$ cat config.mk
export PLATFORM = sky130hd
export DESIGN_NAME = channel_sink
export DESIGN_NICKNAME = d
export VERILOG_FILES = /design/src/common/mcfifo_defs.svh /design/src/common/mcfifo_pkg.sv /design/src/source/channel_sink.sv
export SDC_FILE = /design/constraint.sdc
export NUM_CORES = 1
export LEC_CHECK = 0
export ABC_AREA = 0
export ABC_CLOCK_PERIOD_IN_PS = 8900
export BUFFER_PORTS_ARGS = -buffer_cell sky130_fd_sc_hd__clkbuf_2
export CORE_MARGIN = 1
export CORE_UTILIZATION = 55
export DETAILED_ROUTE_END_ITERATION = 8
export GPL_TIMING_DRIVEN = 0
export PLACE_DENSITY_LB_ADDON = 0.3
export SYNTH_ARGS = -nofsm -noshare
export SYNTH_HDL_FRONTEND = slang
export SYNTH_SLANG_ARGS = --single-unit
$ cat constraint.sdc
create_clock -name clk -period 8.9 [get_ports clk]
set_input_delay 1.78 -clock clk [delete_from_list [all_inputs] [get_ports clk]]
set_output_delay 1.78 -clock clk [all_outputs]
set_load 0.01 [all_outputs]
$ cat src/common/mcfifo_defs.svh
`ifndef MCFIFO_DEFS_SVH
`define MCFIFO_DEFS_SVH

// Channel count of at most 4 as the status nibbles are 4 bits wide
`define MCFIFO_NUM_CHANNELS 4

// Words moved per bus packet
`define MCFIFO_PACKET_WORDS 8

// Words per channel buffer, room for two packets
`define MCFIFO_BUF_DEPTH 16

// Idle cycles after reset before commands are served
`define MCFIFO_RESET_WAIT 16

`endif

$ cat src/common/mcfifo_pkg.sv
`default_nettype none

package mcfifo_pkg;

    // One 32-bit bus word with its byte enables
    typedef struct packed {
        logic [31:0] data;
        logic [3:0]  be;     // One bit per byte lane
    } bus_word_t;

    // Command code carried on be during the command phase
    typedef enum logic [3:0] {
        CMD_READ  = 4'd0,    // Host reads from chip
        CMD_WRITE = 4'd1     // Host writes to chip
    } bus_cmd_e;

    typedef enum logic [3:0] {
        ST_RESET,
        ST_IDLE,
        ST_READ_BTA1,
        ST_READ_BTA2,
        ST_READ_DATA,
        ST_READ_BTA3,
        ST_WRITE_BTA1,
        ST_WRITE_DATA,
        ST_WRITE_BTA2
    } engine_state_e;

    // Running totals kept by each channel sink
    typedef struct packed {
        logic [15:0] words;  // Words drained
        logic [31:0] sum;    // Sum of enabled bytes
    } sink_report_t;

endpackage

`default_nettype wire

$ cat src/source/channel_sink.sv
`timescale 1ns/100ps
`default_nettype none

module channel_sink
    import mcfifo_pkg::*;
(
    input  wire            clk,
    input  wire            reset,
    input  wire            empty,
    input  wire bus_word_t word,
    output logic           pop,
    output sink_report_t   report
);

    logic [31:0] lane_sum;

    // Drain as soon as anything arrives
    assign pop = !empty;

    // Add up the bytes whose enable is set
    always_comb begin
        lane_sum = '0;
        for (int i = 0; i < 4; i++) begin
            if (word.be[i]) begin
                lane_sum = lane_sum + 32'(word.data[8*i +: 8]);
            end
        end
    end

    always_ff @(posedge clk) begin
        if (reset) begin
            report <= '0;
        end else if (pop) begin
            report.words <= report.words + 1'b1;
            report.sum   <= report.sum + lane_sum;   // Wraps at 32 bits
        end
    end

endmodule

`default_nettype wire

==> Word level (Yosys, flattened, before mapping) <==
Index checks and enable logic that the tools add are counted.
W data, S select, Z words.
{ "classes": {"addsub": 5, "mux": 4, "n_reduce_logical": 1} }
{ "ops": {"columns": ["cell", "n"], "rows": [
  ["$add A32 B8 Y32", 3],
  ["$mux W32", 3],
  ["$add A32 B32 Y32", 1],
  ["$add A16 B1 Y16 const B", 1],
  ["$mux W8", 1],
  ["$logic_not A1 Y1", 1]
]} }
{ "totals": {"ff_bits": 48, "output_inout_bits": 49, "word_cells": 12} }

==> Depth between registers and ports, before layout <==
{ "depth": {"word_depth": 8, "mapped_depth": 32, "ltp_nobuf": 29} }

==> Worst setup path after synthesis <==
OpenSTA, ideal clock, no wires.
{ "synth_timing": {"kind": "input to register", "startpoint": "in word[0] (netlist name)", "endpoint": "reg report[29] (netlist name)", "setup_ns": 0.121, "arrival_ns": 7.353, "required_ns": 8.779, "path_slack_ns": 1.426, "cell_stages": 27, "n_path_buf": 2, "path_cell_list": "buf_2 -> and2_1 -> ha_1 -> fa_1 -> maj3_1 -> and2_1 -> or3_1 -> a31o_2 -> ha_1 -> o21a_1 -> o31a_1 -> a21oi_1 -> mux2_2 -> ha_1 -> o21a_1 -> o31a_1 -> o31ai_1 -> a21oi_1 -> xnor2_1 -> xnor2_1 -> ha_1 -> and3_1 -> nand2_1 -> o31a_1 -> buf_4 -> nor4_1 -> mux2_2"} }
{ "synth_between": {"elab_chain_len": 8} }
{ "synth_rtl": {"columns": ["element", "line_no", "text"], "rows": [
  ["start, declared", "channel_sink.sv:10", "input wire bus_word_t word,"],
  ["$mux W8 *", "channel_sink.sv:24", "if (word.be[i]) begin"],
  ["$add A32 B8 Y32", "channel_sink.sv:25", "lane_sum = lane_sum + 32'(word.data[8*i +: 8]);"],
  ["$mux W32 *", "channel_sink.sv:24", null],
  ["$add A32 B8 Y32", "channel_sink.sv:25", null],
  ["$mux W32 *", "channel_sink.sv:24", null],
  ["$add A32 B8 Y32", "channel_sink.sv:25", null],
  ["$mux W32 *", "channel_sink.sv:24", null],
  ["$add A32 B32 Y32 *", "channel_sink.sv:35", "report.sum <= report.sum + lane_sum;"],
  ["end, declared", "channel_sink.sv:12", "output sink_report_t report"]
]} }
Mark *: on every way between the ends. The rest lies on a longest branch, timed or not.
A chain may end at the register's enable or synchronous reset.

==> Worst setup path in the final report <==
{ "layout_timing": {"startpoint": "in word[0] (netlist name)", "endpoint": "reg report[28] (netlist name)"} }
The elaborated chain is that of the path after synthesis.

==> results_dict.tcl <==
set metrics [dict create \
    status "complete, no violations" \
    yosysSeqAreaShare_pct 23.3 \
    fin_area_mm2 0.00477 \
    final_nets 691 \
    synthAdderAreaFrac_pct 12.7 \
    powerDensity_mw_per_mm2 150 \
    dp.cells 706 \
    antenna_found_initial 0 \
    critical_path_arrival_ns 8.27 \
    globalplace.congestion 0.853 \
    gr-max-usage-layer "met2" \
    multi_input_area_mm2 0.00298 \
    num-fill-cells 646 \
    post-dp-hpwl_mm 7.99 \
    syn2layout_area_growth_pct 15.6 \
    cts_root_buffer "clkbuf_8" \
    synth-simple-area-share_pct 24.8 \
    hp-class "reg2reg" \
    ys_ff_latch 48 \
    drtIter0Drc 164 \
    grt_pass1_wl_mm 16.4 \
    p_leak_nw 2.11 \
    num_io_pins 88 \
    dieArea_mm2 0.00785 \
    synth-xor-area-share_pct 6.58 \
    startpoint_type "primary input" \
    slew_headroom_pct 61.8 \
    setup_violations 0 \
    first_pass_iters 4 \
    clock_sinks 48 \
    largest_register_ffs 48 \
    antenna_cells 0 \
    design_power_total_uw 717 \
    syn_inst 523 \
    largestRegisters "report: 48 flops" \
    worstPathMaxFanout 10 \
    maxCapViolCount 0 \
    layout-drive-gt1-share_pct 21.8 \
    ctsHtreeMaxLevel 2 \
    timing.final.crit_share_pct 90.7 \
    synthMuxAreaShare_pct 6.13 \
    cts_tree "done" \
    io_buffers 84 \
    synth-compound-area-share_pct 22.0 \
    drt-total-wl_mm 10.2 \
    synth_area_leader_cell "dfxtp_1" \
    wire_per_inst_um 14.3 \
    die_y_um 88.6 \
    grt_overflow_total 0 \
    synth_top_family_by_area "simple AND/OR/NAND/NOR gates" \
    final-hold-violation-count 0 \
    ys_top_cells_by_area "dfxtp_1 (23%), ha_1 (10%), a21oi_1 (5.7%), mux2_2 (4.9%), nand2_1 (4.7%)" \
    clock-skew-final_ns 0.0104 \
    regArea_um2 961 \
    postCtsHoldBufs 0 \
    ys_async_sr_fraction_pct 0 \
    fin_tns_setup_ns 0 \
    regMostFlops "report" \
    insertion_delay_ns 0.30 \
    synth_cell_type_count 63 \
    critPathKind "in2reg" \
    grtUsageMet1_pct 33.6 \
    dpl_cell_area_mm2 0.00467 \
    critPathRequiredTime_ns 9.10 \
    die_w_um 88.6 \
    synth_nets 600 \
    cts_buffers 5 \
    dr_total_vias 4130 \
    fin_cells 714 \
    fmax_mhz 124 \
    start_util_pct 56.9 \
    final.min_clock_period_ns 8.07 \
    postCtsSetupBuffers 0 \
    vias_per_cell 5.78 \
    synth_area_mm2 0.00413 \
    ir_worst_vdd_mv 0.0987 \
    ctsResizeCount 0 \
    grt_max_degree 16 \
    synth-edff-count 0 \
    fp.coreArea_mm2 0.00725 \
    rows 31 \
    grt_util_all_layers_pct 26.4 \
    ys.flop_type "dfxtp_1" \
    fin_hold_ws_ns 0.491 \
    first_global_vias 3737 \
    worst_slew_pin_slew_ns 0.572 \
    yosysTopAreaCellShare_pct 23.3 \
    ys_warn_count 0 \
    finalMaxSlewViolations 0 \
    path_clk_slew_ns 0.10 \
    avgSynthCellArea_um2 7.89 \
    rsz0062_at_grt "false" \
    met2_usage_pct 47.3 \
    drc 0 \
    crit_path_end_kind "flop" \
    clock_path_buffers 2 \
    met3_usage_pct 3.82 \
    final_antenna_net_count 0 \
]
[synthesized netlist by cell type, drive strengths merged (3+ instances only)]
library cell / n
nand2: 52
dfxtp: 48
a21oi: 47
nor2: 47
ha: 34
o21ai: 26
nand3: 19
inv: 18
mux2: 18
xor2: 18
nor2b: 17
clkbuf: 14
xnor2: 13
and2: 10
a21o: 9
and3: 9
o21a: 9
a211oi: 8
and4: 8
buf: 8
nand4: 6
nor3: 6
or2: 6
or3: 6
mux2i: 5
o31a: 5
o31ai: 5
or4: 5
fa: 4
o211ai: 4
o21bai: 4
a31oi: 3
o22ai: 3
o311ai: 3
[cell usage in the layout, fill, tap and decap left out, types with 3 or more instances in the layout]
cell type and count:
clkbuf_2 84, nand2_1 52, dfxtp_1 48, a21oi_1 47, nor2_1 47, ha_1 34, o21ai_0 26, inv_1 18
nand3_1 18, mux2_2 18, xor2_1 18, nor2b_1 17, clkbuf_1 14, xnor2_1 13, o21a_1 9, and2_1 8
a21o_1 8, and3_1 8, a211oi_1 8, and4_1 6, nand4_1 6, or2_2 6, nor3_1 6, clkbuf_8 6
o31a_1 5, o31ai_1 5, or3_1 5, or4_1 5, mux2i_1 5, o211ai_1 4, o21bai_1 4, fa_1 4
o22ai_1 3, a31oi_1 3, o311ai_0 3, buf_6 3
[per-layer routing]
layer | routed length [um] | vias to the layer above | share of wire, %
met5 | 0 | - | 0
met4 | 101 | 0 | 0.99
met3 | 483 | 12 | 4.7
met2 | 5000 | 109 | 49
met1 | 4610 | 1923 | 45
li1 | - | 2086 | -
[metrics by stage]
step                util [%]  setup slack (ns)
finish                  65.7             0.827
global route            65.7             0.453
CTS                     65.7             0.872
detailed placement      64.4             0.610
global placement        64.4             0.721
floorplan                  -              1.43
[worst paths after layout]
path | from | end | slack [ns] | depth (start not counted)
worst max-delay path | word[0] | report[28] | 0.83 | 28
worst max register to register | report[0] | report[16] | 6.13 | 9
worst min register to register | report[38] | report[38] | 0.49 | 2
worst min-delay path | report[38] | report[38] | 0.49 | 2
[kinds of logic (layout without fill, tap and decap cells)]
logic type                 count (synthesis)  after routing
AOI/OAI and AO/OA                        142            142
DFF                                       48             48
xor gates and xnor gates                  31             31
buffers and inverters                     41            133
muxes                                     23             23
adders and majority gates                 40             40
and+or+nand+nor                          198            198
[cell type report]
class	count	area share, %
clock buffer	6	1.73
clock inverter	2	0.315
buffer	22	2.39
inverter	19	1.50
multi-input combinational	434	62.5
timing repair buffer	84	8.82
tap	99	2.60
sequential	48	20.2
[power by group]
group	internal, mW	total [mW]	switching [mW]
registers	0.230	0.244	0.0144
logic	0.144	0.332	0.187
clock network	0.0631	0.141	0.0781
total	0.437	0.717	0.280
[critical path, cell delays in order]
cell and delay [ns]:
clkbuf_2 0.11, buf_2 0.19, and2_1 0.18, ha_1 0.21, fa_1 0.46, maj3_1 0.39
and2_1 0.18, or3_1 0.30, a31o_2 0.26, ha_1 0.34, o21a_1 0.13, o31a_1 0.18
a21oi_1 0.05, mux2_2 0.30, ha_1 0.33, o21a_1 0.12, o31a_1 0.12, o31ai_1 0.29
a21oi_1 0.16, xnor2_1 0.16, xnor2_1 0.16, ha_1 0.38, and3_1 0.24, and3_1 0.18
nand3_1 0.11, clkbuf_1 0.29, a211oi_1 0.29, mux2_2 0.37
(Power assumes the default switching activity.)
