File: config.mk
export PLATFORM = sky130hd
export DESIGN_NAME = mcfifo_bus_engine
export DESIGN_NICKNAME = d
export VERILOG_FILES = /design/src/common/mcfifo_pkg.sv /design/src/mcfifo_bus/mcfifo_bus_engine.sv
export VERILOG_INCLUDE_DIRS = /design/src /design/src/common
export SDC_FILE = /design/constraint.sdc
export NUM_CORES = 1
export LEC_CHECK = 0
export ABC_CLOCK_PERIOD_IN_PS = 4300
export BUFFER_PORTS_ARGS = -buffer_cell sky130_fd_sc_hd__clkbuf_2
export CAP_MARGIN = 5
export CORE_AREA = 4 4 106 108
export DETAILED_ROUTE_END_ITERATION = 6
export DIE_AREA = 0 0 110 112
export SYNTH_ARGS = -nofsm -noshare
export SYNTH_HDL_FRONTEND = slang
export SYNTH_SLANG_ARGS = --single-unit
File: constraint.sdc
create_clock -name clk -period 4.3 [get_ports clk]
set_clock_uncertainty 0.15 [all_clocks]
set_input_delay 0.43 -clock clk [delete_from_list [all_inputs] [get_ports clk]]
set_output_delay 0.43 -clock clk [all_outputs]
set_load 0.01 [all_outputs]
File: src/common/mcfifo_defs.svh
`ifndef MCFIFO_DEFS_SVH
`define MCFIFO_DEFS_SVH

// Channel count of at most 4 as the status nibbles are 4 bits wide
`define MCFIFO_NUM_CHANNELS 4

// Words moved per bus packet
`define MCFIFO_PACKET_WORDS 8

// Words per channel buffer, room for two packets
`define MCFIFO_BUF_DEPTH 16

// Idle cycles after reset before commands are served
`define MCFIFO_RESET_WAIT 16

`endif

File: src/common/mcfifo_pkg.sv
`default_nettype none

package mcfifo_pkg;

    // One 32-bit bus word with its byte enables
    typedef struct packed {
        logic [31:0] data;
        logic [3:0]  be;     // One bit per byte lane
    } bus_word_t;

    // Command code carried on be during the command phase
    typedef enum logic [3:0] {
        CMD_READ  = 4'd0,    // Host reads from chip
        CMD_WRITE = 4'd1     // Host writes to chip
    } bus_cmd_e;

    typedef enum logic [3:0] {
        ST_RESET,
        ST_IDLE,
        ST_READ_BTA1,
        ST_READ_BTA2,
        ST_READ_DATA,
        ST_READ_BTA3,
        ST_WRITE_BTA1,
        ST_WRITE_DATA,
        ST_WRITE_BTA2
    } engine_state_e;

    // Running totals kept by each channel sink
    typedef struct packed {
        logic [15:0] words;  // Words drained
        logic [31:0] sum;    // Sum of enabled bytes
    } sink_report_t;

endpackage

`default_nettype wire

File: src/mcfifo_bus/mcfifo_bus_engine.sv
`timescale 1ns/100ps
`default_nettype none
`include "mcfifo_defs.svh"

module mcfifo_bus_engine
    import mcfifo_pkg::*;
(
    input  wire                              clk,
    input  wire                              reset,
    input  wire                              wr_n,      // Host request, active low
    input  wire bus_word_t                   bus_in,
    input  wire bus_word_t                   th_head [`MCFIFO_NUM_CHANNELS:1],
    input  wire [`MCFIFO_NUM_CHANNELS:1]     th_ready,
    input  wire [`MCFIFO_NUM_CHANNELS:1]     fh_space,
    output bus_word_t                        bus_out,
    output logic [3:0]                       lane_oe,
    output logic                             be_oe,
    output logic                             txe_n,
    output logic                             rxf_n,     // Data phase acknowledge
    output logic [`MCFIFO_NUM_CHANNELS:1]    th_pop,
    output logic [`MCFIFO_NUM_CHANNELS:1]    fh_push,
    output bus_word_t                        fh_word
);

    localparam int NUM_CH    = `MCFIFO_NUM_CHANNELS;
    localparam int PKT_WORDS = `MCFIFO_PACKET_WORDS;
    localparam int CH_W      = $clog2(NUM_CH + 1);
    localparam int WC_W      = $clog2(PKT_WORDS + 1);
    localparam int RC_W      = $clog2(`MCFIFO_RESET_WAIT + 1);
    localparam logic [3:0] STATUS_LANES = 4'b0010;   // Only lane 1 on bits 15:8

    engine_state_e   state;
    logic [CH_W-1:0] ch_sel;
    logic [WC_W-1:0] word_count;
    logic [RC_W-1:0] reset_count;

    logic [7:0] cmd_channel;
    bus_cmd_e   cmd;
    logic       chan_ok;
    logic       sel_ready;
    logic       sel_space;
    logic       cmd_ok;
    logic       xfer;
    logic       last_word;
    bus_word_t  head_word;
    logic [3:0] ready_n;
    logic [3:0] space_n;

    assign cmd_channel = bus_in.data[7:0];
    assign cmd         = bus_cmd_e'(bus_in.be);

    // Look up the flags of the channel named in the command word
    always_comb begin
        chan_ok   = 1'b0;
        sel_ready = 1'b0;
        sel_space = 1'b0;
        for (int i = 1; i <= NUM_CH; i++) begin
            if (cmd_channel == 8'(i)) begin
                chan_ok   = 1'b1;
                sel_ready = th_ready[i];
                sel_space = fh_space[i];
            end
        end
    end

    assign cmd_ok = chan_ok && ((cmd == CMD_READ && sel_ready) ||
                                (cmd == CMD_WRITE && sel_space));

    assign xfer      = !wr_n && !rxf_n &&
                       (state == ST_READ_DATA || state == ST_WRITE_DATA);
    assign last_word = (word_count == WC_W'(PKT_WORDS - 1));

    // Pop and push go to the selected channel only
    always_comb begin
        head_word = '0;
        th_pop    = '0;
        fh_push   = '0;
        for (int i = 1; i <= NUM_CH; i++) begin
            if (ch_sel == CH_W'(i)) begin
                head_word  = th_head[i];
                th_pop[i]  = xfer && (state == ST_READ_DATA);
                fh_push[i] = xfer && (state == ST_WRITE_DATA);
            end
        end
    end

    assign fh_word = bus_in;

    // Unused channels report busy and full
    always_comb begin
        ready_n = 4'hF;
        space_n = 4'hF;
        for (int i = 1; i <= NUM_CH; i++) begin
            ready_n[i-1] = ~th_ready[i];
            space_n[i-1] = ~fh_space[i];
        end
    end

    always_comb begin
        if (state == ST_READ_DATA) begin
            bus_out = head_word;
        end else begin
            bus_out              = '0;
            bus_out.data[15:12]  = ready_n;
            bus_out.data[11:8]   = space_n;
        end
    end

    always_ff @(posedge clk) begin
        if (reset) begin
            state       <= ST_RESET;
            ch_sel      <= '0;
            word_count  <= '0;
            reset_count <= '0;
            txe_n       <= 1'b0;
            rxf_n       <= 1'b1;
            lane_oe     <= STATUS_LANES;
            be_oe       <= 1'b0;
        end else begin
            case (state)
                ST_RESET: begin
                    if (reset_count == RC_W'(`MCFIFO_RESET_WAIT - 1)) begin
                        state <= ST_IDLE;
                    end else begin
                        reset_count <= reset_count + 1'b1;
                    end
                end
                ST_IDLE: begin
                    if (!wr_n && cmd_ok) begin
                        ch_sel <= cmd_channel[CH_W-1:0];
                        txe_n  <= 1'b1;              // Status no longer valid
                        state  <= (cmd == CMD_READ) ? ST_READ_BTA1 : ST_WRITE_BTA1;
                    end
                end
                ST_READ_BTA1: begin
                    lane_oe    <= 4'hF;              // Chip takes the whole bus
                    be_oe      <= 1'b1;
                    word_count <= '0;
                    state      <= ST_READ_BTA2;
                end
                ST_READ_BTA2: begin
                    rxf_n <= 1'b0;
                    state <= ST_READ_DATA;
                end
                ST_READ_DATA: begin
                    if (xfer) begin
                        word_count <= word_count + 1'b1;
                    end
                    if ((xfer && last_word) || wr_n) begin
                        rxf_n <= 1'b1;
                        state <= ST_READ_BTA3;
                    end
                end
                ST_READ_BTA3: begin
                    lane_oe <= STATUS_LANES;
                    be_oe   <= 1'b0;
                    txe_n   <= 1'b0;
                    state   <= ST_IDLE;
                end
                ST_WRITE_BTA1: begin
                    lane_oe    <= 4'h0;              // Host drives data
                    rxf_n      <= 1'b0;
                    word_count <= '0;
                    state      <= ST_WRITE_DATA;
                end
                ST_WRITE_DATA: begin
                    if (xfer) begin
                        word_count <= word_count + 1'b1;
                    end
                    if ((xfer && last_word) || wr_n) begin
                        rxf_n <= 1'b1;
                        state <= ST_WRITE_BTA2;
                    end
                end
                ST_WRITE_BTA2: begin
                    lane_oe <= STATUS_LANES;
                    txe_n   <= 1'b0;
                    state   <= ST_IDLE;
                end
                default: begin
                    state <= ST_IDLE;
                end
            endcase
        end
    end

endmodule

`default_nettype wire

After elaboration in Yosys (flattened, before gate mapping)
Cells that the tools add are included.

word-level totals
  register bits = 23
  bits of input ports = 191
  output and inout bits = 87
  word-level logic and storage cells = 114

operators by class
  $add $sub $neg = 2
  equal/unequal tests = 25
  multiplexer cells = 39
  bitwise logic cells = 9
  reductions and logical operators = 31

operator list
  kind                                           count
  2-to-1 mux 36 bit                              5
  one-hot mux 4 bit (7 select lines)             1
  2-to-1 mux 1 bit                               22
  == test 4 x 3 -> 1 bit, second input constant  5
  2-to-1 mux 4 bit                               5
  == test 8 x 2 -> 1 bit, second input constant  2
  one-hot mux 4 bit (3 select lines)             1
  AND reduction 2 bit                            5
  logical AND 1 bit                              9
  inverter 1 bit                                 9
  == test 4 x 1 -> 1 bit, second input constant  2
  == test 4 x 2 -> 1 bit, second input constant  2
  == test 8 x 1 -> 1 bit, second input constant  1
  == test 8 x 3 -> 1 bit, second input constant  1
  logical NOT 4 bit                              2
  != test 2 x 1 -> 1 bit, second input constant  4
  one-hot mux 4 bit (2 select lines)             1
  nonzero test 2 bit                             4
  OR reduction 2 bit                             4
  == test 3 x 2 -> 1 bit, second input constant  2
  one-hot mux 1 bit (2 select lines)             3
  adder 5 x 1 -> 5 bit, second input constant    1
  == test 5 x 4 -> 1 bit, second input constant  1
  adder 4 x 1 -> 4 bit, second input constant    1
  other kinds (9)                                13

Depth between registers and ports, before layout
  depth after elaboration = 11
  mapped depth = 8
  mapped depth without buffers = 7

Worst setup path after synthesis
No wires, ideal clock.

  path type = register -> output
  start point = reg ch_sel[1]
  end point = out bus_out[14] (netlist name)
  data arrival time = 1,647 ps
  required time = 3,720 ps
  setup slack = 2,073 ps
  stages on the path, launching flop included = 8
  buffers on the path = 2
  cell sequence = dfxtp_1 clkbuf_1 clkbuf_1 mux2_2 a22oi_1 nor2_1 a211oi_1 a21oi_1

RTL lines
  item                      RTL line                  source
  start: declaration        mcfifo_bus_engine.sv:33   logic [CH_W-1:0] ch_sel;
  start signal: assignment  mcfifo_bus_engine.sv:130  ch_sel <= cmd_channel[CH_W-1:0];
  end: declaration          mcfifo_bus_engine.sv:15   output bus_word_t bus_out,

==> qor.yml <==
dr.pass1.iters: 4
netlist.area_leader.share_pct: 14.9
synth.area.top_cells: "dfxtp_1, mux2_2, nor2_1"
r2r-start: "state[0]"
setup_tns_ps: 0
critPathMaxStageDelay_ps: 730
final_net_count: 764
numCtsBuffers: 3
drive_gt1_share_pct: 50.6
power_density_nw_per_um2: 235
hold_viol_final: 0
fmax_ghz: 0.329
relSlewSlack_pct: 50.3
synth-seq-cells: 21
regToRegEndpoint: "txe_n"
rows: 37
cts_resized: 0
grt_setup_unrepaired: "no"
leakage_nw: 1.82
worstPathArrival_ps: 2460
io_pins: 278
synthCells: 400
antenna_found_initial: 0
cts_buffer_depth: 2
grt_first_pass_wirelength_mm: 16.7
syn_area_um2: 2820
ctsRootBufferMaster: "clkbuf_8"
ant_nets: 0
worstPathRequired_ps: 3720
grt_use_total_pct: 16.7
dpl.hpwl_mm: 9.21
synth_top_area_cell: "dfxtp_1"
yosysMostFrequentCell: "nor2_1"
cp.depth: 7
via_per_inst: 5.09
worst_slew_pin_slew_ps: 744
drtIter0Drc: 239
crit_slowest_cell: "dfxtp_2"
worstRegToRegCells: 5
ir_drop_mv: 0.158
netlist-cell-type-count: 48
initial_core_util_pct: 27.6
ys_seq_area_share_pct: 14.9
yosysWarnings: 0
synthMuxAreaShare_pct: 16.2
yosys.area_share.simple_pct: 23.2
p_total_mw: 0.895
clock_latency_ps: 260
path_delay_family: "flip-flops"
cts_tree: "yes"
cp_max_fo: 26
synth_adder_area_share_pct: 1.33
dieArea_um2: 12300
final_util_pct: 37.3
vias: 3591
worstSetupPathType: "reg2out"
status: "finished, final reports clean"
areaGrowthSynthToFinish_pct: 35.4
grt_pass1_vias: 3557
htreeDepth: 1
synth_xor_area_share_pct: 2.80
synth_commonest_cells: "nor2_1, a21oi_1, buf_4, mux2_2, a22oi_1"
die_x_um: 110
crit_end: "bus_out[12]"
min_path_cells: 3
antenna_cells: 0
startpoint: "ch_sel[1]"
path_cells: "buf_4, mux2_2, a22oi_1, nor2_1, a211oi_1, a21oi_1, clkbuf_2"
wl_per_cell_um: 16.2
cp-end-kind: "primary output"
syn-num-nets: 594
synth_edf_count: 0
crit_path_start_kind: "flop"
grt-ovfl-total: 0
hp-class: "in2reg"
die-height_um: 112
drt_wl_total_mm: 11.4
portBuffers: 229
timing.final.crit_share_pct: 70.6
maxCapViolCount: 0
synth_top_family_by_area: "compound AO/OA/AOI/OAI gates"
grt_max_degree: 45
syn_avg_cell_area_um2: 7.05
ys_dominant_reg_cell: "dfxtp_1"
slew_viol_final: 0
async_reset_ff_share_pct: 0
ctsHoldBuffers: 0
min_period_ps: 3040
numClockSinks: 21
critPathBufInv: 2
reg2reg_slack_ps: 2070
setup_viol_count_final: 0
gp_congestion: 0.826
cts.clk_slew.worst_paths_ps: 80
core-area_um2: 10200
cts_setup_buffers: 0
synth-compound-area-share_pct: 25.9
drcViolationCount: 0
worst min-delay path, cell delays in order:
cell and delay (ps):
clkbuf_2 130, nand4_1 90, a21oi_1 60
worst min-delay path by stage:
stage,from,endpoint,slack [ps]
floorplan,reset_count[3],reset_count[3],320
global placement,reset_count[4],reset_count[4],340
detailed placement,reset_count[4],reset_count[4],340
CTS,bus_in[4],ch_sel[0],340
global route,bus_in[5],ch_sel[1],390
finish,bus_in[4],ch_sel[0],340
metrics by stage:
step                hold slack (ps)  setup slack, ps  cell area, µm²  cells
global placement                336             1480            3770    701
CTS                             344             1200            3820    705
finish                          345             1260            3820    705
global route                    389             1080            3820    705
detailed placement              341             1490            3770    701
floorplan                       322             2070            2820    400
cell type report:
cell class	count	area (µm²)
Inverter	6	22.5
Sequential cell	21	423
Tap cell	136	170
Timing Repair Buffer	235	1190
Clock inverter	1	5.00
Fill cell	1093	6410
Clock buffer	3	41.3
Multi-Input combinational cell	303	1960
per-layer routing:
layer,vias up,routed length (µm),global-route usage (%)
met2,175,5910,32.0
met4,0,262,5.07
met1,1663,4220,18.1
met5,-,0,0
met3,26,1000,3.07
li1,1727,-,-
cell families after synthesis:
| kind of cell | count (synthesis) |
|---|---|
| simple gates | 137 |
| compound gates | 113 |
| buf+inv | 76 |
| mux | 41 |
| flops | 21 |
| xor+xnor | 9 |
| fa+ha+maj | 3 |
state kept, by name, summed over array words and instances (netlist names):
register	flops
lane_oe	2
word_count	4
state	4
ch_sel	3
txe_n	1
reset_count	5
rxf_n	1
be_oe	1
where the power goes:
group / internal (mW) / switching (mW) / total (mW)
clock network: 0.0645 / 0.0671 / 0.132
registers: 0.229 / 0.0553 / 0.284
logic: 0.220 / 0.260 / 0.479
total: 0.513 / 0.382 / 0.895
layout by cell type, fill, tap and decap left out, types with 5 or more instances in the layout:
cell and count:
a211oi_1 9, a21oi_1 45, a22oi_1 36, buf_4 6, clkbuf_2 229, dfxtp_1 19
inv_1 6, mux2_2 37, nand2_1 13, nand2b_1 5, nand4_1 5, nor2_1 85
o21ai_0 8, xnor2_1 5
Power figures use the tool's default switching activity.
