`config.mk`:
```
export PLATFORM = sky130hd
export DESIGN_NAME = channel_source
export DESIGN_NICKNAME = d
export VERILOG_FILES = /design/src/common/mcfifo_defs.svh /design/src/common/mcfifo_pkg.sv /design/src/source/channel_source.sv
export SDC_FILE = /design/constraint.sdc
export NUM_CORES = 1
export LEC_CHECK = 0
export BUFFER_PORTS_ARGS = -buffer_cell sky130_fd_sc_hd__buf_2
export CAP_MARGIN = 15
export CORE_MARGIN = 4
export CORE_UTILIZATION = 40
export DETAILED_ROUTE_END_ITERATION = 8
export PLACE_DENSITY = 0.65
export SYNTH_ARGS = -nofsm -noshare
export SYNTH_HDL_FRONTEND = slang
export SYNTH_SLANG_ARGS = --single-unit
```
`constraint.sdc`:
```
create_clock -name clk -period 2.4 [get_ports clk]
set_clock_uncertainty 0.2 [all_clocks]
set_input_delay 0.48 -clock clk [delete_from_list [all_inputs] [get_ports clk]]
set_output_delay 0.48 -clock clk [all_outputs]
set_load 0.02 [all_outputs]
```
`src/common/mcfifo_defs.svh`:
```
`ifndef MCFIFO_DEFS_SVH
`define MCFIFO_DEFS_SVH

// Channel count of at most 4 as the status nibbles are 4 bits wide
`define MCFIFO_NUM_CHANNELS 4

// Words moved per bus packet
`define MCFIFO_PACKET_WORDS 8

// Words per channel buffer, room for two packets
`define MCFIFO_BUF_DEPTH 16

// Idle cycles after reset before commands are served
`define MCFIFO_RESET_WAIT 16

`endif

```
`src/common/mcfifo_pkg.sv`:
```
`default_nettype none

package mcfifo_pkg;

    // One 32-bit bus word with its byte enables
    typedef struct packed {
        logic [31:0] data;
        logic [3:0]  be;     // One bit per byte lane
    } bus_word_t;

    // Command code carried on be during the command phase
    typedef enum logic [3:0] {
        CMD_READ  = 4'd0,    // Host reads from chip
        CMD_WRITE = 4'd1     // Host writes to chip
    } bus_cmd_e;

    typedef enum logic [3:0] {
        ST_RESET,
        ST_IDLE,
        ST_READ_BTA1,
        ST_READ_BTA2,
        ST_READ_DATA,
        ST_READ_BTA3,
        ST_WRITE_BTA1,
        ST_WRITE_DATA,
        ST_WRITE_BTA2
    } engine_state_e;

    // Running totals kept by each channel sink
    typedef struct packed {
        logic [15:0] words;  // Words drained
        logic [31:0] sum;    // Sum of enabled bytes
    } sink_report_t;

endpackage

`default_nettype wire

```
`src/source/channel_source.sv`:
```
`timescale 1ns/100ps
`default_nettype none

module channel_source
    import mcfifo_pkg::*;
#(
    parameter int CHANNEL = 1
)
(
    input  wire       clk,
    input  wire       reset,
    input  wire       full,
    output logic      push,
    output bus_word_t word
);

    logic [23:0] seq;    // Words pushed so far

    // Fill whenever the buffer has room
    assign push = !full;

    always_comb begin
        word.data = {8'(CHANNEL), seq};   // Channel tag over sequence
        word.be   = 4'hF;
    end

    always_ff @(posedge clk) begin
        if (reset) begin
            seq <= '0;
        end else if (push) begin
            seq <= seq + 1'b1;
        end
    end

endmodule

`default_nettype wire

```
== After elaboration in Yosys (flattened, before gate mapping) ==
Index checks and enable logic that the tools add are counted.

* Input bits: 3
* Output and inout bits: 37
* Register bits after elaboration: 24

* Reduce and logical (&&, ||, !) cells: 1
* Add/sub/neg operators: 1

{| class="wikitable"
|+ Operators with widths
! operator !! number
|-
| adder 24 x 1 -> 24 bit (second input constant) || 1
|-
| logical NOT 1 bit || 1
|}

== Logic depth before layout (Yosys ltp) ==
Gate-level depths: netlist of run 1.

* Depth after elaboration: 1
* Depth in mapped cells: 6

== Least setup slack after synthesis of run 1 ==
OpenSTA, ideal clock, no wires.

* Kind: register to register
* Start: register seq[0]
* End: register seq[20]
* Setup time: 0.070 ns
* Cell stages (with the launch flop): 6
* Arrival: 1.730 ns
* Data required time: 2.130 ns
* Buffers on the path: 0
* Slack: 0.399 ns
* Cell sequence: dfxtp_1 > ha_1 > and4b_2 > nand3_2 > or4_1 > a21oi_1

* Longest elaborated chain between the ends: 1

{| class="wikitable"
|+ Ends and longest elaborated chain
! what !! line !! source
|-
| start, declared || channel_source.sv:17 || <nowiki>logic [23:0] seq;</nowiki>
|-
| start signal, assigned || channel_source.sv:31 || <nowiki>seq <= seq + 1'b1;</nowiki>
|-
| adder 24 x 1 -> 24 bit || channel_source.sv:31 ||
|}

No other way between the ends.
A chain may end at the register's enable or synchronous reset.

== Worst setup path in the final report of run 1 ==
Ends and elaborated chain as after synthesis.

==> impl_metrics.py, run 1 <==
metrics = {
    "floorplanning": {
        "start_util_pct": 41.2,
        "fp.dieH_um": 63.8,
        "die_x_um": 63.8,
        "coreArea_um2": 3030,
        "die_area_um2": 4080,
        "rows": 20,
        "io_pins": 40,
    },
    "layout": {
        "seqCellArea_um2": 480,
        "nets": 170,
        "fin_area_um2": 1400,
        "final_common_cell": "buf_2",
        "layout_common_cells": "buf_2, dfxtp_1, a21oi_1",
        "area_growth_pct": 11.8,
        "num-fill-cells": 310,
        "final_core_util_pct": 46.1,
        "drive_above_1_share_pct": 23.6,
        "diodes": 0,
        "largest_reg_flops": 24,
        "multiInputGateArea_um2": 658,
        "reg_top3": "seq (24)",
        "top_register": "seq",
    },
    "sta": {
        "finalSetupViolCount": 0,
        "finalHoldViolations": 0,
        "fmax_mhz": 495,
        "drv_slew": 0,
        "finalCritPeriodShare_pct": 84.2,
        "setup_tns_ns": 0,
        "whs_ns": 0.285,
        "rsz0062_at_grt": "false",
        "min_period_ns": 2.02,
    },
    "cts": {
        "post_cts_buffers": 0,
        "cts_buffers": 3,
        "cts_resized": 0,
        "cts.sinks": 24,
        "cts_hold_buffers": 0,
        "cts_tree": "yes",
        "insertion_delay_ns": 0.32,
        "ctsLongestPathBuffers": 2,
        "htreeDepth": 1,
        "cts_root_buf": "clkbuf_4",
        "clkTransAtPathRegs_ns": 0.12,
    },
    "worst_setup_path": {
        "cp_slowest_cell": "or4_1",
        "critical-path-top-delay-family": "simple AND/OR/NAND/NOR gates",
        "rrSetupSlack_ns": 0.38,
        "max_stage_delay_ns": 0.52,
        "worstSetupPathType": "reg -> reg",
        "reg2reg_to": "seq[20]$_SDFFE_PP0N_",
        "ff2ff_path_depth": 5,
        "path_buf_inv": 0,
        "cp-end-kind": "flip-flop",
        "r2r-start": "seq[0]$_SDFFE_PP0N_",
        "path_max_fanout": 5,
        "path_cells": "ha_1 -> and4b_2 -> nand3_2 -> or4_1 -> a21oi_1",
        "start_kind": "flip-flop",
        "arrival_ns": 2.07,
        "cp.required_ns": 2.45,
    },
    "pwr": {
        "vdd_drop_max_mv": 0.273,
        "p_leak_nw": 0.590,
        "clkPwrFrac_pct": 32.2,
        "pwr-share-seq_pct": 61.1,
        "combinationalPowerShare_pct": 6.7,
        "intPower_w": 0.000504,
        "power_density_nw_per_um2": 476,
        "p_sw_w": 0.000160,
        "swShare_pct": 24.1,
    },
    "route": {
        "wl_met3_um": 147,
        "vias_per_cell": 5.11,
        "wl_met1_um": 1190,
        "first_pass_iters": 4,
        "wl_met2_um": 1250,
        "dr_total_vias": 1069,
        "drc_errors": 0,
        "drtIter0Drc": 46,
        "wl_um": 2600,
        "drtAntennaViolNets": 0,
        "wl_per_cell_um": 12.4,
        "dr.max_layer_used": "met4",
    },
    "min_path": {
        "hold_end": "seq[0]$_SDFFE_PP0N_",
        "worstHoldPathCells": 3,
        "hold_class": "in -> reg",
        "min-delay-start": "full",
    },
    "global_route": {
        "grt_antenna_before_repair": 0,
        "gr-total-overflow": 0,
        "grt_pass1_wl_um": 4600,
        "grt_usage_pct": 13.7,
        "grt_start_max_net_pins": 25,
        "grt_pass1_vias": 971,
    },
    "logic_synthesis": {
        "synth_cells": 140,
        "ys_warn_count": 0,
        "ys_seq_area_share_pct": 38.5,
        "syn_area_um2": 1250,
        "synth_cell_types": 31,
        "syn_area_per_cell_um2": 8.91,
        "yosys_register_bits": 24,
    },
    "run_status": {
        "status": "finished clean",
    },
    "placed_design": {
        "io_buffers": 27,
        "postPlaceCellArea_um2": 1360,
        "gp_congestion": 0.751,
        "hpwl_um": 1920,
    },
    "flow_run": {
        "drv_cap": 0,
    },
}
## cell usage after synthesis
library cell | count | share of area, %
and2b_1 | 1 | 0.60
buf_4 | 13 | 7.8
and2_4 | 1 | 0.70
nand4_4 | 2 | 3.4
and3_1 | 3 | 1.5
nor2_1 | 11 | 3.3
nor4_1 | 1 | 0.50
dfxtp_1 | 24 | 39
a21oi_1 | 13 | 5.2
and4_1 | 1 | 0.70
xor2_1 | 4 | 2.8
or3_1 | 6 | 3.0
and2_1 | 1 | 0.50
nand3_2 | 1 | 0.80
ha_1 | 1 | 1.0
mux2i_1 | 1 | 0.80
nand3_1 | 4 | 1.6
inv_1 | 4 | 1.2
or4_1 | 7 | 4.2
and4b_1 | 1 | 0.80
clkbuf_1 | 3 | 0.90
nand2_1 | 6 | 1.8
nand4b_1 | 1 | 0.70
nand4_1 | 5 | 2.5
xnor2_1 | 6 | 4.2
and4_4 | 1 | 0.90
o21ai_0 | 6 | 2.4
conb_1 | 2 | 0.60
o31ai_1 | 7 | 4.2
buf_6 | 2 | 1.8
and4b_2 | 1 | 0.90
## layer usage
metal  up-vias  track usage (%)
li1        532                -
met1       499             18.3
met2        34             21.7
met3         4             4.39
met4         0             2.96
met5         -                0
## power by group through the flow
stage / combinational [W] / sequential (W) / clock (W)
5_1_grt: 0.0000492 / 0.000407 / 0.000242
6_report: 0.0000447 / 0.000406 / 0.000214
3_3_place_gp: 0.0000437 / 0.000414 / 0
3_5_place_dp: 0.0000444 / 0.000415 / 0
2_1_floorplan: 0.0000445 / 0.000419 / 0
4_1_cts: 0.0000445 / 0.000406 / 0.000225
## area by class of cell
type                    instances  share of cell area (%)
inverters                       4                    1.08
repair buffers                 29                    10.8
flip-flops and latches         24                    34.4
clock buffers                   4                    2.60
well taps                      44                    3.95
multi-input cells             104                    47.2
## how the worst max path moves through the flow
| stage | to | slack, ns | cells after the start | startpoint |
|---|---|---|---|---|
| 2_1_floorplan | seq[20]$_SDFFE_PP0N_ | 0.40 | 5 | seq[0]$_SDFFE_PP0N_ |
| 3_3_place_gp | seq[17]$_SDFFE_PP0N_ | 0.32 | 5 | full |
| 3_5_place_dp | seq[17]$_SDFFE_PP0N_ | 0.29 | 5 | full |
| 4_1_cts | seq[22]$_SDFFE_PP0N_ | 0.37 | 5 | seq[0]$_SDFFE_PP0N_ |
| 5_1_grt | seq[20]$_SDFFE_PP0N_ | 0.26 | 5 | seq[0]$_SDFFE_PP0N_ |
| 6_report | seq[20]$_SDFFE_PP0N_ | 0.38 | 5 | seq[0]$_SDFFE_PP0N_ |
## tightest hold or removal path: cells and delay by family
kind	cells	cell delay (ns)
AND/OR/NAND/NOR	1	0.07
buffers and inverters	1	0.14
XOR/XNOR	1	0.08
## cells by family (layout without fill, tap and decap cells)
kind of cell,count (synthesis),in the layout,share of synthesized area (%)
simple gates,54,54,28.5
flops,24,24,38.5
other cells,2,12,0.602
mux,1,1,0.802
compound gates,26,26,11.8
buf+inv,22,37,11.7
xor+xnor,10,10,7.02
fa+ha+maj,1,1,1.00
## through the flow
| step | std cells | total power (W) | setup slack (ns) |
|---|---|---|---|
| 6_report | 209 | 0.000665 | 0.380 |
| 5_1_grt | 209 | 0.000698 | 0.258 |
| 4_1_cts | 209 | 0.000675 | 0.366 |
| 3_5_place_dp | 205 | 0.000459 | 0.287 |
| 3_3_place_gp | 205 | 0.000458 | 0.316 |
| 2_1_floorplan | 150 | 0.000463 | 0.399 |
(Power assumes the default switching activity.)
==> inputs of run 2 (changes only) <==
--- a/config.mk
+++ b/config.mk
@@ -10,7 +10,7 @@
 export CORE_MARGIN = 4
 export CORE_UTILIZATION = 40
 export DETAILED_ROUTE_END_ITERATION = 8
-export PLACE_DENSITY = 0.65
+export PLACE_DENSITY = 0.68
 export SYNTH_ARGS = -nofsm -noshare
 export SYNTH_HDL_FRONTEND = slang
 export SYNTH_SLANG_ARGS = --single-unit
==> constraint.sdc (replaced) <==
create_clock -name clk -period 1.6 [get_ports clk]
set_clock_uncertainty 0.2 [all_clocks]
set_input_delay 0.32 -clock clk [delete_from_list [all_inputs] [get_ports clk]]
set_output_delay 0.32 -clock clk [all_outputs]
set_load 0.02 [all_outputs]
==> impl_metrics.py, run 2 (synthesized netlist as in run 1, its figures left out) <==
metrics = {
    "sta": {
        "drv_slew": 0,
        "finalSetupViolCount": 13,
        "finalHoldViolations": 0,
        "fin_ws_ns": -0.210,
        "fmax_mhz": 552,
        "finalCritPeriodShare_pct": 113,
        "min_period_ns": 1.81,
        "whs_ns": 0.189,
        "rsz0062_at_grt": "true",
        "setup_tns_ns": -1.32,
    },
    "cts": {
        "clkTransAtPathRegs_ns": 0.13,
        "cts.sinks": 24,
        "htreeDepth": 1,
        "cts_tree": "yes",
        "insertion_delay_ns": 0.32,
        "ctsLongestPathBuffers": 2,
        "cts_hold_buffers": 0,
        "cts_buffers": 3,
        "cts_root_buf": "clkbuf_4",
    },
    "worst_setup_path": {
        "reg2reg_to": "seq[20]$_SDFFE_PP0N_",
        "arrival_ns": 1.87,
        "start_kind": "flip-flop",
        "path_cells": "ha_4 -> and4b_2 -> buf_4 -> nand3_4 -> or4_4 -> a21oi_2",
        "cp.required_ns": 1.66,
        "max_stage_delay_ns": 0.42,
        "ff2ff_path_depth": 6,
        "r2r-start": "seq[1]$_SDFFE_PP0N_",
        "cp_slowest_cell": "or4_4",
        "critical-path-top-delay-family": "simple AND/OR/NAND/NOR gates",
        "worstSetupPathType": "reg -> reg",
        "rrSetupSlack_ns": -0.21,
        "cp-end-kind": "flip-flop",
        "path_buf_inv": 1,
        "path_max_fanout": 4,
    },
    "route": {
        "drc_errors": 0,
        "vias_per_cell": 5.04,
        "first_pass_iters": 4,
        "drtAntennaViolNets": 0,
        "wl_um": 3370,
        "wl_per_cell_um": 13.4,
        "drtIter0Drc": 133,
        "dr_total_vias": 1265,
    },
    "min_path": {
        "hold_end": "seq[1]$_SDFFE_PP0N_",
        "worstHoldPathCells": 4,
        "hold_class": "in -> reg",
        "min-delay-start": "full",
    },
    "run_status": {
        "status": "finished with violations",
        "violations": "negative setup slack",
    },
    "floorplanning": {
        "io_pins": 40,
        "coreArea_um2": 3030,
        "die_area_um2": 4080,
        "start_util_pct": 41.2,
        "rows": 20,
        "die_x_um": 63.8,
        "fp.dieH_um": 63.8,
    },
    "pwr": {
        "vdd_drop_max_mv": 0.434,
        "p_total_w": 0.000967,
        "power_density_nw_per_um2": 513,
        "p_leak_nw": 0.850,
    },
    "layout": {
        "seqCellArea_um2": 520,
        "drive_above_1_share_pct": 54.6,
        "final_common_cell": "buf_4",
        "diodes": 0,
        "reg_top3": "seq (24)",
        "num-fill-cells": 260,
        "instances_no_fill": 251,
        "largest_reg_flops": 24,
        "top_register": "seq",
        "nets": 212,
        "layout_common_cells": "buf_4, buf_2, a21oi_1, conb_1, nor2_1",
        "area_growth_pct": 51.2,
        "multiInputGateArea_um2": 796,
        "fin_area_um2": 1890,
    },
    "placed_design": {
        "io_buffers": 27,
        "hpwl_um": 2310,
        "gp_congestion": 0.796,
        "postPlaceCellArea_um2": 1660,
        "post-place-cells": 237,
    },
    "global_route": {
        "gr-total-overflow": 0,
        "grt_usage_pct": 16.4,
        "grt_start_max_net_pins": 25,
        "grt_antenna_before_repair": 0,
        "grt_pass1_wl_um": 5460,
        "grt_pass1_vias": 1232,
    },
    "flow_run": {
        "drv_cap": 0,
    },
}
-- run 2: cell count changes in the layout (fill, tap and decap cells not counted), moves of 2 or more --
cell and delta:
xnor2_1 -2, o31ai_2 +2, dfxtp_2 +8, xnor2_2 +2, or4_1 -2, dfxtp_4 +8
and3_1 -2, o31ai_4 +2, o31ai_1 -4, buf_6 +4, buf_4 +37, dfxtp_1 -16
and3_4 +2, or4_4 +2
-- run 2: area by class of cell --
type                            instances  share of cell area, %
Inverter                                4                  0.796
Multi-Input combinational cell        105                   42.2
Timing Repair Buffer                   70                   25.1
Sequential cell                        24                   27.6
Tap cell                               44                   2.92
Clock buffer                            4                   1.39
-- run 2: worst max path at each step --
stage	startpoint	to	slack, ns	depth (start not counted)
floorplan	seq[16]$_SDFFE_PP0N_	seq[21]$_SDFFE_PP0N_	-0.17	4
global placement	full	seq[23]$_SDFFE_PP0N_	-0.25	5
detailed placement	full	seq[23]$_SDFFE_PP0N_	-0.31	5
CTS	seq[1]$_SDFFE_PP0N_	seq[22]$_SDFFE_PP0N_	-0.20	6
global route	seq[1]$_SDFFE_PP0N_	seq[22]$_SDFFE_PP0N_	-0.28	6
finish	seq[1]$_SDFFE_PP0N_	seq[20]$_SDFFE_PP0N_	-0.21	6
-- run 2: routing by layer --
layer	vias to the layer above	wire, um	track usage, %
met5	-	0	0
met4	0	27	3.77
met3	4	169	4.22
met2	37	1760	29.4
met1	603	1410	19.3
li1	621	-	-
-- run 2: worst reg2reg max path, stage by stage, from the launching register on --
cell and delay [ns]:
dfxtp_4 0.39, ha_4 0.13, and4b_2 0.27, buf_4 0.14, nand3_4 0.07, or4_4 0.42
a21oi_2 0.13
-- run 2: stage by stage --
step,setup slack [ns],util [%]
floorplan,-0.165,-
global placement,-0.246,54.7
detailed placement,-0.306,54.7
CTS,-0.204,60.0
global route,-0.275,62.3
finish,-0.210,62.3
-- run 2: where the power goes --
group | switching, W | total (W) | internal (W)
clock network | 0.000187 | 0.000284 | 0.0000977
registers | 0.00000693 | 0.000600 | 0.000593
logic | 0.0000587 | 0.0000830 | 0.0000243
-- run 2: repair_timing --
item	in CTS	in global routing
setup endpoints to repair	14	14
setup buffers	8	1
hold endpoints to repair	0	0
pin swaps	19	5
cloned	1	0
resized for setup	13	11
==> inputs of run 3 (changes only) <==
--- a/config.mk
+++ b/config.mk
@@ -7,7 +7,7 @@
 export LEC_CHECK = 0
 export BUFFER_PORTS_ARGS = -buffer_cell sky130_fd_sc_hd__buf_2
 export CAP_MARGIN = 15
-export CORE_MARGIN = 4
+export CORE_MARGIN = 3
 export CORE_UTILIZATION = 40
 export DETAILED_ROUTE_END_ITERATION = 8
 export PLACE_DENSITY = 0.68
==> impl_metrics.py, run 3 (synthesized netlist as in run 1, its figures left out) <==
metrics = {
    "cts": {
        "cts.sinks": 24,
        "cts_tree": "yes",
        "insertion_delay_ns": 0.32,
        "ctsLongestPathBuffers": 2,
        "cts_hold_buffers": 0,
        "cts_root_buf": "clkbuf_4",
        "clkTransAtPathRegs_ns": 0.13,
        "htreeDepth": 1,
        "cts_buffers": 3,
    },
    "route": {
        "wl_per_cell_um": 12.9,
        "drc_errors": 0,
        "drtAntennaViolNets": 0,
        "first_pass_iters": 4,
        "drtIter0Drc": 55,
        "vias_per_cell": 5.30,
        "wl_um": 2950,
        "dr_total_vias": 1214,
    },
    "global_route": {
        "grt_antenna_before_repair": 0,
        "grt_usage_pct": 17.7,
        "grt_pass1_wl_um": 5040,
        "grt_start_max_net_pins": 25,
        "grt_pass1_vias": 1154,
        "gr-total-overflow": 0,
    },
    "min_path": {
        "worstHoldPathCells": 4,
        "min-delay-start": "full",
        "hold_end": "seq[0]$_SDFFE_PP0N_",
        "hold_class": "in -> reg",
    },
    "floorplanning": {
        "die_area_um2": 3820,
        "fp.dieH_um": 61.8,
        "start_util_pct": 43.7,
        "io_pins": 40,
        "coreArea_um2": 2850,
        "die_x_um": 61.8,
        "rows": 19,
    },
    "worst_setup_path": {
        "r2r-start": "seq[1]$_SDFFE_PP0N_",
        "reg2reg_to": "seq[20]$_SDFFE_PP0N_",
        "cp.required_ns": 1.66,
        "worstSetupPathType": "reg -> reg",
        "rrSetupSlack_ns": -0.16,
        "ff2ff_path_depth": 5,
        "arrival_ns": 1.82,
        "start_kind": "flip-flop",
        "cp-end-kind": "flip-flop",
        "path_max_fanout": 4,
    },
    "run_status": {
        "status": "finished with violations",
        "violations": "negative setup slack",
    },
    "layout": {
        "final_common_cell": "buf_4",
        "largest_reg_flops": 24,
        "nets": 203,
        "drive_above_1_share_pct": 51.0,
        "layout_common_cells": "buf_4, buf_2, conb_1",
        "reg_top3": "seq (24)",
        "fin_area_um2": 1770,
        "instances_no_fill": 229,
        "top_register": "seq",
        "area_growth_pct": 42.0,
        "diodes": 0,
    },
    "flow_run": {
        "drv_cap": 0,
    },
    "sta": {
        "finalHoldViolations": 0,
        "finalCritPeriodShare_pct": 110,
        "finalSetupViolCount": 14,
        "rsz0062_at_grt": "true",
        "fmax_mhz": 567,
        "min_period_ns": 1.76,
        "drv_slew": 0,
        "fin_ws_ns": -0.165,
        "whs_ns": 0.196,
    },
    "pwr": {
        "power_density_nw_per_um2": 542,
        "p_leak_nw": 0.776,
        "vdd_drop_max_mv": 0.520,
    },
    "placed_design": {
        "postPlaceCellArea_um2": 1630,
        "hpwl_um": 2220,
        "post-place-cells": 221,
        "io_buffers": 27,
        "gp_congestion": 0.836,
    },
}
## run 3: worst max path at each step
stage	start	endpoint	slack [ns]	cells past startpoint
2_1_floorplan	seq[16]$_SDFFE_PP0N_	seq[21]$_SDFFE_PP0N_	-0.17	4
3_3_place_gp	full	seq[23]$_SDFFE_PP0N_	-0.19	5
3_5_place_dp	full	seq[23]$_SDFFE_PP0N_	-0.23	5
4_1_cts	seq[1]$_SDFFE_PP0N_	seq[20]$_SDFFE_PP0N_	-0.17	5
5_1_grt	seq[1]$_SDFFE_PP0N_	seq[20]$_SDFFE_PP0N_	-0.22	5
6_report	seq[1]$_SDFFE_PP0N_	seq[20]$_SDFFE_PP0N_	-0.16	5
## run 3: through the flow
stage	power [W]	utilization [%]	setup TNS, ns	setup WS, ns
5_1_grt	0.00101	62.1	-2.46	-0.221
6_report	0.000961	62.1	-1.28	-0.165
2_1_floorplan	0.000689	-	-0.890	-0.165
3_3_place_gp	0.000692	57.1	-1.38	-0.189
3_5_place_dp	0.000694	57.1	-1.79	-0.230
4_1_cts	0.000972	60.3	-1.15	-0.170
## run 3: layer usage
layer / vias up / GRT usage (%) / wire length, um
li1: 600 / - / -
met2: 37 / 29.9 / 1530
met3: 10 / 4.75 / 143
met5: - / 0 / 0
met1: 567 / 20.3 / 1210
met4: 0 / 9.09 / 70
## run 3: layout make-up
type	count	area (um2)
Inverter	4	15.0
Sequential cell	24	520
Timing Repair Buffer	62	434
Fill cell	231	1080
Multi-Input combinational cell	104	737
Clock buffer	4	26.3
Tap cell	31	38.8
## run 3: power by group
part,leakage (nW),switching [W],internal [W]
combinational,0.557,0.0000571,0.0000258
sequential,0.204,0.00000617,0.000593
clock,0.0150,0.000181,0.0000977
## run 3: worst max-delay path: stages (launching register included)
cell and delay, ns:
dfxtp_4 0.38, ha_4 0.13, and4b_2 0.29, nand3_4 0.10
or4_1 0.48, a21oi_1 0.14
## run 3: repair_timing
| action | CTS | global route |
|---|---|---|
| buffers inserted | 3 | 2 |
| gates resized for setup | 6 | 10 |
| endpoints found under the setup margin | 13 | 16 |
| pin swaps | 8 | 5 |
| cloned | 0 | 0 |
